<file path="src/source/keypad_consts.svh">
`ifndef KEYPAD_CONSTS_SVH
`define KEYPAD_CONSTS_SVH

// matrix geometry
`define ROW_NUM 4
`define COL_NUM 4
`define KEY_NUM (`ROW_NUM * `COL_NUM)

// scan timing, sized for simulation
`define SCAN_DELAY 3      // row hold cycles minus one
`define SETTLE_TIME 8     // cycles spent settling after a scan

// debounce
`define STABLE_FRAMES 2   // agreeing frames before a change is accepted

// event path
`define QUEUE_DEPTH 4     // fifo entries
`define CREDIT_INIT 2     // credits held by the sender after reset

`endif

</file>
<file path="src/source/keypad_pkg.sv">
`include "keypad_consts.svh"

package keypad_pkg;

    typedef logic [`ROW_NUM-1:0] row_vec_t;  // active low rows
    typedef logic [`COL_NUM-1:0] col_vec_t;  // pressed low columns

    // bit index is row * COL_NUM + column
    typedef logic [`KEY_NUM-1:0] key_map_t;

    typedef logic [$clog2(`KEY_NUM)-1:0] key_index_t;

    // msb set for release, low bits carry the key index
    typedef logic [$clog2(`KEY_NUM):0] event_code_t;

    typedef logic [$clog2(`CREDIT_INIT + 1)-1:0] credit_cnt_t;
    typedef logic [$clog2(`STABLE_FRAMES + 1)-1:0] frame_cnt_t;

    typedef enum logic [1:0] {
        SCAN_IDLE,
        SCAN_ROWS,
        SCAN_SETTLE
    } scan_state_t;

endpackage

</file>
<file path="src/source/key_event_detector.sv">
`timescale 1ns/10ps
`include "keypad_consts.svh"

module key_event_detector (
    input  logic clk,
    input  logic rstn,
    input  logic frame_valid,
    input  logic sample,
    output logic evt_req,
    output logic evt_release,
    input  logic evt_ack
);

    localparam keypad_pkg::frame_cnt_t STABLE_CNT = keypad_pkg::frame_cnt_t'(`STABLE_FRAMES);

    logic                   stable;    // debounced key level, 1 = pressed
    keypad_pkg::frame_cnt_t frame_cnt; // consecutive disagreeing frames
    keypad_pkg::frame_cnt_t cnt_nxt;
    logic                   flip;

    always_comb begin
        cnt_nxt = frame_cnt;
        if (frame_valid) begin
            if (sample == stable) begin
                cnt_nxt = '0;
            end else if (frame_cnt != STABLE_CNT) begin
                cnt_nxt = frame_cnt + 1'b1;  // saturates while an event waits
            end
        end
    end

    // a held change is taken as soon as the pending event has gone
    assign flip = (cnt_nxt == STABLE_CNT) && !evt_req;

    always_ff @(posedge clk or negedge rstn) begin
        if (!rstn) begin
            stable      <= 1'b0;
            frame_cnt   <= '0;
            evt_req     <= 1'b0;
            evt_release <= 1'b0;
        end else if (flip) begin
            stable      <= ~stable;
            frame_cnt   <= '0;
            evt_req     <= 1'b1;
            evt_release <= stable;  // was pressed, so now released
        end else begin
            frame_cnt <= cnt_nxt;
            if (evt_ack) begin
                evt_req <= 1'b0;
            end
        end
    end

    a_req_held: assert property (@(posedge clk) disable iff (!rstn)
        evt_req && !evt_ack |=> evt_req && $stable(evt_release));

endmodule

</file>
<file path="src/source/key_event_queue.sv">
`timescale 1ns/10ps
`include "keypad_consts.svh"

module key_event_queue (
    input  logic                    clk,
    input  logic                    rstn,
    input  keypad_pkg::key_map_t    evt_req,
    input  keypad_pkg::key_map_t    evt_release,
    output keypad_pkg::key_map_t    evt_ack,
    output logic                    ev_valid,
    output keypad_pkg::event_code_t ev_code,
    input  logic                    credit_return
);

    localparam int PTR_W = $clog2(`QUEUE_DEPTH);
    localparam int CNT_W = $clog2(`QUEUE_DEPTH + 1);

    localparam logic [PTR_W-1:0] PTR_LAST = PTR_W'(`QUEUE_DEPTH - 1);
    localparam logic [CNT_W-1:0] CNT_FULL = CNT_W'(`QUEUE_DEPTH);
    localparam keypad_pkg::credit_cnt_t CREDIT_FULL =
        keypad_pkg::credit_cnt_t'(`CREDIT_INIT);

    keypad_pkg::event_code_t fifo_mem [`QUEUE_DEPTH];

    logic [PTR_W-1:0]        wr_ptr;
    logic [PTR_W-1:0]        rd_ptr;
    logic [CNT_W-1:0]        fill_cnt;
    keypad_pkg::credit_cnt_t credit;
    keypad_pkg::key_index_t  grant_idx;
    logic                    grant_vld;
    logic                    fifo_full;
    logic                    push;
    logic                    pop;

    assign fifo_full = (fill_cnt == CNT_FULL);

    // fixed priority where key 0 wins
    always_comb begin
        grant_idx = '0;
        grant_vld = 1'b0;
        for (int i = `KEY_NUM - 1; i >= 0; i--) begin
            if (evt_req[i]) begin
                grant_idx = keypad_pkg::key_index_t'(i);
                grant_vld = 1'b1;
            end
        end
    end

    assign push = grant_vld && !fifo_full;
    assign pop = (fill_cnt != '0) && (credit != '0);  // needs an entry and a credit

    always_comb begin
        evt_ack = '0;
        if (push) begin
            evt_ack[grant_idx] = 1'b1;
        end
    end

    always_ff @(posedge clk) begin
        if (push) begin
            fifo_mem[wr_ptr] <= {evt_release[grant_idx], grant_idx};
        end
    end

    always_ff @(posedge clk or negedge rstn) begin
        if (!rstn) begin
            wr_ptr <= '0;
            rd_ptr <= '0;
        end else begin
            if (push) begin
                wr_ptr <= (wr_ptr == PTR_LAST) ? '0 : wr_ptr + 1'b1;
            end
            if (pop) begin
                rd_ptr <= (rd_ptr == PTR_LAST) ? '0 : rd_ptr + 1'b1;
            end
        end
    end

    always_ff @(posedge clk or negedge rstn) begin
        if (!rstn) begin
            fill_cnt <= '0;
        end else if (push && !pop) begin
            fill_cnt <= fill_cnt + 1'b1;
        end else if (pop && !push) begin
            fill_cnt <= fill_cnt - 1'b1;
        end
    end

    // one credit spent per event and one back per return pulse
    always_ff @(posedge clk or negedge rstn) begin
        if (!rstn) begin
            credit <= CREDIT_FULL;
        end else if (pop && !credit_return) begin
            credit <= credit - 1'b1;
        end else if (credit_return && !pop) begin
            credit <= credit + 1'b1;
        end
    end

    always_ff @(posedge clk or negedge rstn) begin
        if (!rstn) begin
            ev_valid <= 1'b0;
        end else begin
            ev_valid <= pop;
        end
    end

    always_ff @(posedge clk) begin
        if (pop) begin
            ev_code <= fifo_mem[rd_ptr];
        end
    end

    // only the lowest requester is acked and nobody while the fifo is full
    a_ack_onehot: assert property (@(posedge clk) disable iff (!rstn)
        evt_ack == (fifo_full ? '0 : (evt_req & (~evt_req + keypad_pkg::key_map_t'(1)))));

    a_credit_bound: assert property (@(posedge clk) disable iff (!rstn)
        credit <= CREDIT_FULL);

endmodule

</file>
<file path="src/source/keypad_subsys.sv">
`timescale 1ns/10ps
`include "keypad_consts.svh"

module keypad_subsys (
    input  logic                    clk,
    input  logic                    rstn,
    output keypad_pkg::row_vec_t    row,
    input  keypad_pkg::col_vec_t    col,
    output logic                    ev_valid,
    output keypad_pkg::event_code_t ev_code,
    input  logic                    credit_return
);

    keypad_pkg::key_map_t key_map;      // scanned levels, 1 = pressed
    logic                 frame_valid;

    // one request lane per key
    keypad_pkg::key_map_t evt_req;
    keypad_pkg::key_map_t evt_release;
    keypad_pkg::key_map_t evt_ack;

    matrix_scanner u_scanner (
        .clk         (clk),
        .rstn        (rstn),
        .row         (row),
        .col         (col),
        .key_map     (key_map),
        .frame_valid (frame_valid)
    );

    for (genvar i = 0; i < `KEY_NUM; i++) begin : g_key
        key_event_detector u_detector (
            .clk         (clk),
            .rstn        (rstn),
            .frame_valid (frame_valid),
            .sample      (key_map[i]),
            .evt_req     (evt_req[i]),
            .evt_release (evt_release[i]),
            .evt_ack     (evt_ack[i])
        );
    end

    key_event_queue u_queue (
        .clk           (clk),
        .rstn          (rstn),
        .evt_req       (evt_req),
        .evt_release   (evt_release),
        .evt_ack       (evt_ack),
        .ev_valid      (ev_valid),
        .ev_code       (ev_code),
        .credit_return (credit_return)
    );

endmodule

</file>
<file path="src/source/matrix_scanner.sv">
`timescale 1ns/10ps
`include "keypad_consts.svh"

module matrix_scanner (
    input  logic                 clk,
    input  logic                 rstn,
    output keypad_pkg::row_vec_t row,
    input  keypad_pkg::col_vec_t col,
    output keypad_pkg::key_map_t key_map,
    output logic                 frame_valid
);

    localparam int DLY_W = $clog2(`SCAN_DELAY + 2);
    localparam int SETTLE_W = $clog2(`SETTLE_TIME + 2);
    localparam int PTR_W = $clog2(`ROW_NUM);

    localparam logic [DLY_W-1:0] DLY_LAST = DLY_W'(`SCAN_DELAY);
    localparam logic [SETTLE_W-1:0] SETTLE_LAST = SETTLE_W'(`SETTLE_TIME);
    localparam logic [PTR_W-1:0] ROW_LAST = PTR_W'(`ROW_NUM - 1);

    keypad_pkg::scan_state_t state;
    keypad_pkg::scan_state_t state_nxt;

    logic [DLY_W-1:0]    dly_cnt;     // row hold counter
    logic [SETTLE_W-1:0] settle_cnt;
    logic [PTR_W-1:0]    row_ptr;     // row under scan

    logic col_hit;
    logic row_done;
    logic last_row;
    logic settle_done;

    assign col_hit = ~&col;  // some column pulled low
    assign row_done = (state == keypad_pkg::SCAN_ROWS) && (dly_cnt == DLY_LAST);
    assign last_row = row_done && (row_ptr == ROW_LAST);
    assign settle_done = (state == keypad_pkg::SCAN_SETTLE) && (settle_cnt == SETTLE_LAST);

    // one low row while scanning and all rows low otherwise
    assign row = (state == keypad_pkg::SCAN_ROWS) ?
                 ~(keypad_pkg::row_vec_t'(1) << row_ptr) : '0;

    always_comb begin
        state_nxt = state;
        case (state)
            keypad_pkg::SCAN_IDLE: begin
                if (col_hit) state_nxt = keypad_pkg::SCAN_ROWS;
            end
            keypad_pkg::SCAN_ROWS: begin
                if (last_row) state_nxt = keypad_pkg::SCAN_SETTLE;
            end
            keypad_pkg::SCAN_SETTLE: begin
                if (settle_done) state_nxt = keypad_pkg::SCAN_IDLE;
            end
            default: state_nxt = keypad_pkg::SCAN_IDLE;
        endcase
    end

    always_ff @(posedge clk or negedge rstn) begin
        if (!rstn) begin
            state <= keypad_pkg::SCAN_IDLE;
        end else begin
            state <= state_nxt;
        end
    end

    always_ff @(posedge clk or negedge rstn) begin
        if (!rstn) begin
            dly_cnt <= '0;
        end else if (state != keypad_pkg::SCAN_ROWS || row_done) begin
            dly_cnt <= '0;
        end else begin
            dly_cnt <= dly_cnt + 1'b1;
        end
    end

    always_ff @(posedge clk or negedge rstn) begin
        if (!rstn) begin
            row_ptr <= '0;
        end else if (state != keypad_pkg::SCAN_ROWS) begin
            row_ptr <= '0;
        end else if (row_done) begin
            row_ptr <= row_ptr + 1'b1;  // wraps on the last row and is cleared next cycle
        end
    end

    always_ff @(posedge clk or negedge rstn) begin
        if (!rstn) begin
            settle_cnt <= '0;
        end else if (state == keypad_pkg::SCAN_SETTLE && !settle_done) begin
            settle_cnt <= settle_cnt + 1'b1;
        end else begin
            settle_cnt <= '0;
        end
    end

    always_ff @(posedge clk or negedge rstn) begin
        if (!rstn) begin
            key_map     <= '0;
            frame_valid <= 1'b0;
        end else begin
            frame_valid <= 1'b0;
            if (row_done) begin
                key_map[row_ptr*`COL_NUM +: `COL_NUM] <= ~col;  // low column means pressed
            end
            if (last_row) begin
                frame_valid <= 1'b1;
            end else if (state == keypad_pkg::SCAN_IDLE && !col_hit && key_map != '0) begin
                // everything let go so publish an empty frame
                key_map     <= '0;
                frame_valid <= 1'b1;
            end
        end
    end

    // the single low level moves one row up per window
    a_row_walk: assert property (@(posedge clk) disable iff (!rstn)
        row_done && !last_row |=> row == {$past(row[`ROW_NUM-2:0]), 1'b1});

    a_frame_pulse: assert property (@(posedge clk) disable iff (!rstn)
        frame_valid |=> !frame_valid);

endmodule

</file>
<file path="config.mk">
export PLATFORM = sky130hd
export DESIGN_NAME = keypad_subsys
export DESIGN_NICKNAME = d
export VERILOG_FILES = /design/src/source/keypad_pkg.sv /design/src/source/key_event_detector.sv /design/src/source/key_event_queue.sv /design/src/source/keypad_subsys.sv /design/src/source/matrix_scanner.sv
export VERILOG_INCLUDE_DIRS = /design/src /design/src/source
export SDC_FILE = /design/constraint.sdc
export NUM_CORES = 1
export LEC_CHECK = 0
export CELL_PAD_IN_SITES_DETAIL_PLACEMENT = 1
export CELL_PAD_IN_SITES_GLOBAL_PLACEMENT = 1
export CORE_MARGIN = 1
export CORE_UTILIZATION = 50
export CTS_CLUSTER_DIAMETER = 60
export CTS_CLUSTER_SIZE = 20
export DETAILED_ROUTE_END_ITERATION = 7
export DONT_BUFFER_PORTS = 1
export PLACE_DENSITY = 0.79
export SLEW_MARGIN = 30
export SYNTH_ARGS = -nofsm -noshare
export SYNTH_HDL_FRONTEND = slang
export SYNTH_SLANG_ARGS = --single-unit
export TNS_END_PERCENT = 20
</file>
<file path="constraint.sdc">
create_clock -name clk -period 3.9 [get_ports clk]
set_input_delay 0.195 -clock clk [delete_from_list [all_inputs] [get_ports clk]]
set_output_delay 0.195 -clock clk [all_outputs]
set_load 0.01 [all_outputs]
</file>
Yosys cells after proc, flatten, opt, wreduce, memory -nomap -nowiden
Memories as Yosys holds them, arrays and structs flattened. A register that Yosys moved wholly into a read port is not among the register bits. Index checks and enable logic that the tools add are counted.

Add/subtract/negate cells: 26. Magnitude comparators: 2. Equal/unequal tests: 60. Shift operators: 3. Muxes and demuxes: 156. Bitwise operators: 18. Reductions and logical operators: 76.

Operators with widths (count): 2-bit two-way mux (73); 4-bit two-way mux (18); 16-bit two-way mux (4); 1-bit two-way mux (54); 2-bit by 1-bit adder with 2-bit output, second input constant (20); 2-bit equality test, second input constant (20); 2-bit nonzero test (20); 2-bit inequality test, second input constant (17); 4-bit negator with 34-bit output (1); 4-bit by 34-bit variable shift with 16-bit output, first input constant (1); 4-bit by 34-bit indexed part select with 16-bit output (1); 1-bit logical AND (29); 1-bit logical NOT (21); 16-bit bitwise mux (1); 1-bit equality test (16); 1-bit NOT (16); 16-bit nonzero test (1); 3-bit two-way mux (3); 4-bit NOT (2); 3-bit by 1-bit adder with 3-bit output, second input constant (2); 2-bit by 1-bit inequality test with 1-bit output, second input constant (3); 2-bit case mux with 3 select lines (1); 4-bit by 5-bit < comparator with 1-bit output, second input constant (1); 4-bit by 1-bit adder with 4-bit output, second input constant (1); other kinds (15) (15).

Register bits: 118. Memory bits (writable): 20. Input port bits: 7. Output and inout bits: 10. Logic and storage cells: 417. Memories kept: 1.

Memory list: u_queue.fifo_mem (words 4, width 5, rd ports 1, clocked after memory_dff 1, write ports 1, RTL line key_event_queue.sv:23) `` keypad_pkg::event_code_t fifo_mem [`QUEUE_DEPTH]; ``.

Logic depth before layout (Yosys ltp)
Word-level depth: 23. Mapped depth: 10.

Modules after synthesis
Synthesis repeated with hierarchy kept, for this count alone.

Cells, all modules: 691. Area, all modules: 7955.1 um^2.

Modules (own cells, without submodules): key_event_detector (times used 16, cells each 23, area an instance 272.8 um^2, sequential area each 125.1 um^2); key_event_queue (times used 1, cells each 175, area an instance 1964.4 um^2, sequential area each 1002.2 um^2); matrix_scanner (times used 1, cells each 148, area an instance 1626.6 um^2, sequential area each 700.7 um^2).

Least setup slack after synthesis
OpenSTA, ideal clock, no wires.

Path type: reg-to-reg. From: register g_key[9].u_detector.evt_req. To: register u_queue.fill_cnt[1]. Library setup time: 0.125 ns. Data arrival time: 2.271 ns. Required time: 3.775 ns. Path slack: 1.504 ns. Stages on the path, launching flop included: 9. Path through: dfrtp_1 -> nor4_1 -> inv_1 -> nor2_1 -> a31oi_1 -> ha_1 -> inv_1 -> fa_1 -> mux2_2.

Cells in the longest elaborated chain, start to end: 14.

Ends and longest elaborated chain: start, declared (RTL line key_event_detector.sv:9) `output logic evt_req,`; start signal, assigned (RTL line key_event_detector.sv:39) `evt_req <= 1'b0;`; start signal, assigned (RTL line key_event_detector.sv:44) `evt_req <= 1'b1;`; start signal, assigned (RTL line key_event_detector.sv:49) `evt_req <= 1'b0;`; 1-bit two-way mux * (10 in a row) (RTL line key_event_queue.sv:42) `if (evt_req[i]) begin`; 1-bit logical AND * (RTL line key_event_queue.sv:49) `assign push = grant_vld && !fifo_full;`; via u_queue.push (RTL line key_event_queue.sv:32) `logic push;`; 1-bit logical NOT (RTL line key_event_queue.sv:84) `end else if (pop && !push) begin`; 1-bit logical AND (RTL line key_event_queue.sv:84); 2-bit nonzero test (no line); end signal, assigned (RTL line key_event_queue.sv:83) `fill_cnt <= fill_cnt + 1'b1;`; end signal, assigned (RTL line key_event_queue.sv:85) `fill_cnt <= fill_cnt - 1'b1;`; end, declared (RTL line key_event_queue.sv:27) `logic [CNT_W-1:0] fill_cnt;`.

The timed path passes the listed nets; every way through them passes the cells marked *. A chain may end at the register's enable or synchronous reset.

Worst setup path in the final report
Same ends and word-level chain as after synthesis.

==> flow_summary.yaml <==
routing:
  dr.pass1.iters: 4
  postRouteAntennaNets: 0
  wl_per_cell_um: 20.0
  totalWireLength_um: 16600
  avgViaCountPerCell: 5.72
  num_vias: 4738
  drt_iter0_drc: 191
  drc: 0
timing:
  max_freq_mhz: 357
  fin_skew_ns: 0.00654
  whs_ns: 0.0148
  drv_slew: 0
  hold_viol: 0
  tightest_slew_ns: 0.846
  rsz0062_at_grt: "false"
  setup_viol: 0
  period_needed_ns: 2.80
  relSlewSlack_pct: 43.5
  final.setup.tns_ns: 0
  worst_slack_ns: 1.10
  period_share_pct: 71.8
clock_network:
  numClockSinks: 143
  cts_made_buffers: 17
  cts-htree-levels: 4
  clk_pin_slew_ns: 0.06
  clockBufferDepth: 2
  root_buffer: "clkbuf_16"
  tritoncts: "done"
  clkLatencyLatePin_ns: 0.43
  cts_resized: 0
job:
  maxCapViolCount: 0
layout:
  regArea_um2: 3710
  nets: 683
  multi_input_area_um2: 2790
  synthToLayoutAreaGrowth_pct: 13.2
  fillerInstances: 1413
  layout_commonest_cell: "dfrtp_1"
  drive_gt1_share_pct: 9.34
  antennaDiodeCount: 0
  final_cell_mix: "dfrtp_1, nand2_1, nor2_1, inv_1, xnor2_1"
place:
  dp_hpwl_um: 11000
  port-buffer-count: 0
  gp_congestion: 0.828
  dpl_worst_slack_ns: 1.14
worst_setup_path:
  cp.required_ns: 4.22
  critPathTopFamily: "adder cells"
  cpPeakStageDelay_ns: 0.54
  crit_path_end_kind: "register"
  reg2reg_from: "g_key[9].u_detector.evt_req"
  crit_buf_inv: 2
  reg2regPathDepth: 8
  critPathLaunchType: "register"
  cp_slowest_cell: "nor4_1"
  rrSetupSlack_ns: 1.10
  cp.arrival_ns: 3.12
  crit_top_cell: "inv_1"
  crit_fanout: 9
  reg2reg_to: "u_queue.fill_cnt[1]"
  crit_chain: "nor4_1 > inv_1 > nor2_1 > a31oi_1 > ha_1 > inv_1 > fa_1 > mux2_2"
  crit_type: "register to register"
hold_path:
  whs_endpoint: "u_scanner.key_map[6]"
  whs_path_depth: 3
  hold_start: "col[2]"
  hold_path.class: "primary input to register"
grt:
  antenna_found_initial: 0
  grt_first_pass_wirelength_um: 27700
  grt_max_degree: 119
  grt_pass1_vias: 5225
  overflow: 0
  gr-usage-all-layers_pct: 26.4
pwr:
  power_switching_mw: 2.79
  p_seq_share_pct: 37.8
  pwr-share-clk_pct: 24.8
  p_sw_share_pct: 38.9
  power_frac_comb_pct: 37.4
  peakVddDrop_v: 0.000344
  p_leak_nw: 3.37
  power.density_nw_per_um2: 939
  internal_power_mw: 4.38
yosys:
  synth_area_um2: 6740
  yosysWarnings: 0
  synth.distinct_cells: 51
  async_flop_share_pct: 82.5
  synth-seq-cells: 143
  postSynthAreaPerCell_um2: 10.7
  synthCells: 629
  ys_seq_area_share_pct: 55.0
  synth_edf_count: 25
  ys.flop_type: "dfrtp_1"
  synth_fp_nets: 672
floorplanning:
  core_area_um2: 13200
  die_width_um: 118
  ioPinCount: 17
  die_y_um: 118
  start_util_pct: 51.1
  rows: 42
  die-area_um2: 14000
outcome:
  status: "completed"
-- worst register-to-register path: stages (launching register included) --
cell and delay, ns:
dfrtp_1 0.49, nor4_1 0.54, inv_1 0.09, nor2_1 0.20, a31oi_1 0.28, ha_1 0.34
inv_1 0.08, fa_1 0.41, mux2_2 0.27
-- synthesized netlist by cell type (all sizes together), types with 2 or more instances --
cell type  instances  share of area, %
a21oi             20               1.5
and2               6              0.56
and3               2              0.19
buf                3              0.19
clkbuf            11              0.63
dfrtp            117                43
edfxtp            25                11
ha                35               6.5
inv               49               2.7
mux2              17               2.8
mux2i              6              0.89
mux4               5               1.7
nand2             90               5.0
nand2b             4              0.37
nand3              4              0.30
nand4              3              0.28
nor2              58               3.2
nor2b             19               1.8
nor3              20               1.5
nor4               8              0.97
o21ai             23               1.7
o21bai             3              0.33
o22ai             34               3.4
o31a               2              0.26
o31ai              2              0.22
or3                5              0.46
xnor2             37               4.8
xor2               4              0.52
-- power by group through the flow --
stage	clock (mW)	sequential [mW]	combinational, mW
after floorplan	0	2.51	2.01
after global placement	0	2.66	2.39
after detailed placement	0	2.72	2.58
after CTS	1.80	2.72	2.70
after global routing	1.86	2.77	2.99
final	1.78	2.71	2.68
-- worst max-delay path by stage --
stage               depth (start not counted)                  end                   startpoint
finish                                      8  u_queue.fill_cnt[1]  g_key[9].u_detector.evt_req
global route                                8  u_queue.fill_cnt[1]  g_key[9].u_detector.evt_req
CTS                                         8  u_queue.fill_cnt[1]  g_key[9].u_detector.evt_req
detailed placement                          8  u_queue.fill_cnt[1]  g_key[9].u_detector.evt_req
global placement                            8  u_queue.fill_cnt[1]  g_key[9].u_detector.evt_req
floorplan                                   8  u_queue.fill_cnt[1]  g_key[9].u_detector.evt_req
-- per-layer routing --
metal / vias up / global-route usage (%) / share of wire [%]
li1: 2169 / - / -
met1: 2444 / 30.0 / 40
met2: 94 / 46.7 / 53
met3: 31 / 6.30 / 3.1
met4: 0 / 12.4 / 3.4
met5: - / 0 / 0
-- flip-flops by register name, indices dropped and copies added, names as in the netlist, 3 cells and up --
name / cells
u_scanner.key_map: 16
u_scanner.settle_cnt: 4
u_scanner.dly_cnt: 3
u_queue.fifo_mem: 20
g_key.u_detector.evt_req: 16
u_queue.fill_cnt: 3
g_key.u_detector.frame_cnt: 32
g_key.u_detector.stable: 16
u_queue.ev_code: 5
g_key.u_detector.evt_release: 16
-- through the flow --
stage	util, %	power [mW]	cells	instance area [um2]
2_1_floorplan	-	4.52	629	6740
3_3_place_gp	52.4	5.05	791	6910
3_5_place_dp	52.4	5.29	791	6910
4_1_cts	57.8	7.21	829	7630
5_1_grt	57.9	7.63	829	7630
6_report	57.9	7.17	829	7630
-- layout make-up --
class                           instances  area share (%)
Timing Repair Buffer                    6            1.02
Clock buffer                           22            6.36
Tap cell                              176            2.89
Inverter                               50            2.48
Multi-Input combinational cell        422            36.6
Clock inverter                         10            2.07
Sequential cell                       143            48.6
-- repair_timing --
action,in CTS,in global routing
hold buffers,6,0
hold endpoints to repair,124,0
setup buffers,0,0
-- cells by family (layout without fill, tap and decap cells) --
| group | Yosys count | after routing | share of synthesized area (%) |
|---|---|---|---|
| xor gates and xnor gates | 41 | 41 | 5.33 |
| adders and majority gates | 36 | 36 | 6.79 |
| DFF | 143 | 143 | 55.0 |
| buffers and inverters | 64 | 88 | 3.62 |
| muxes | 28 | 28 | 5.40 |
| AOI/OAI and AO/OA | 95 | 95 | 8.98 |
| and+or+nand+nor | 222 | 222 | 14.9 |
Note: power is estimated with default switching activity, not from simulation.
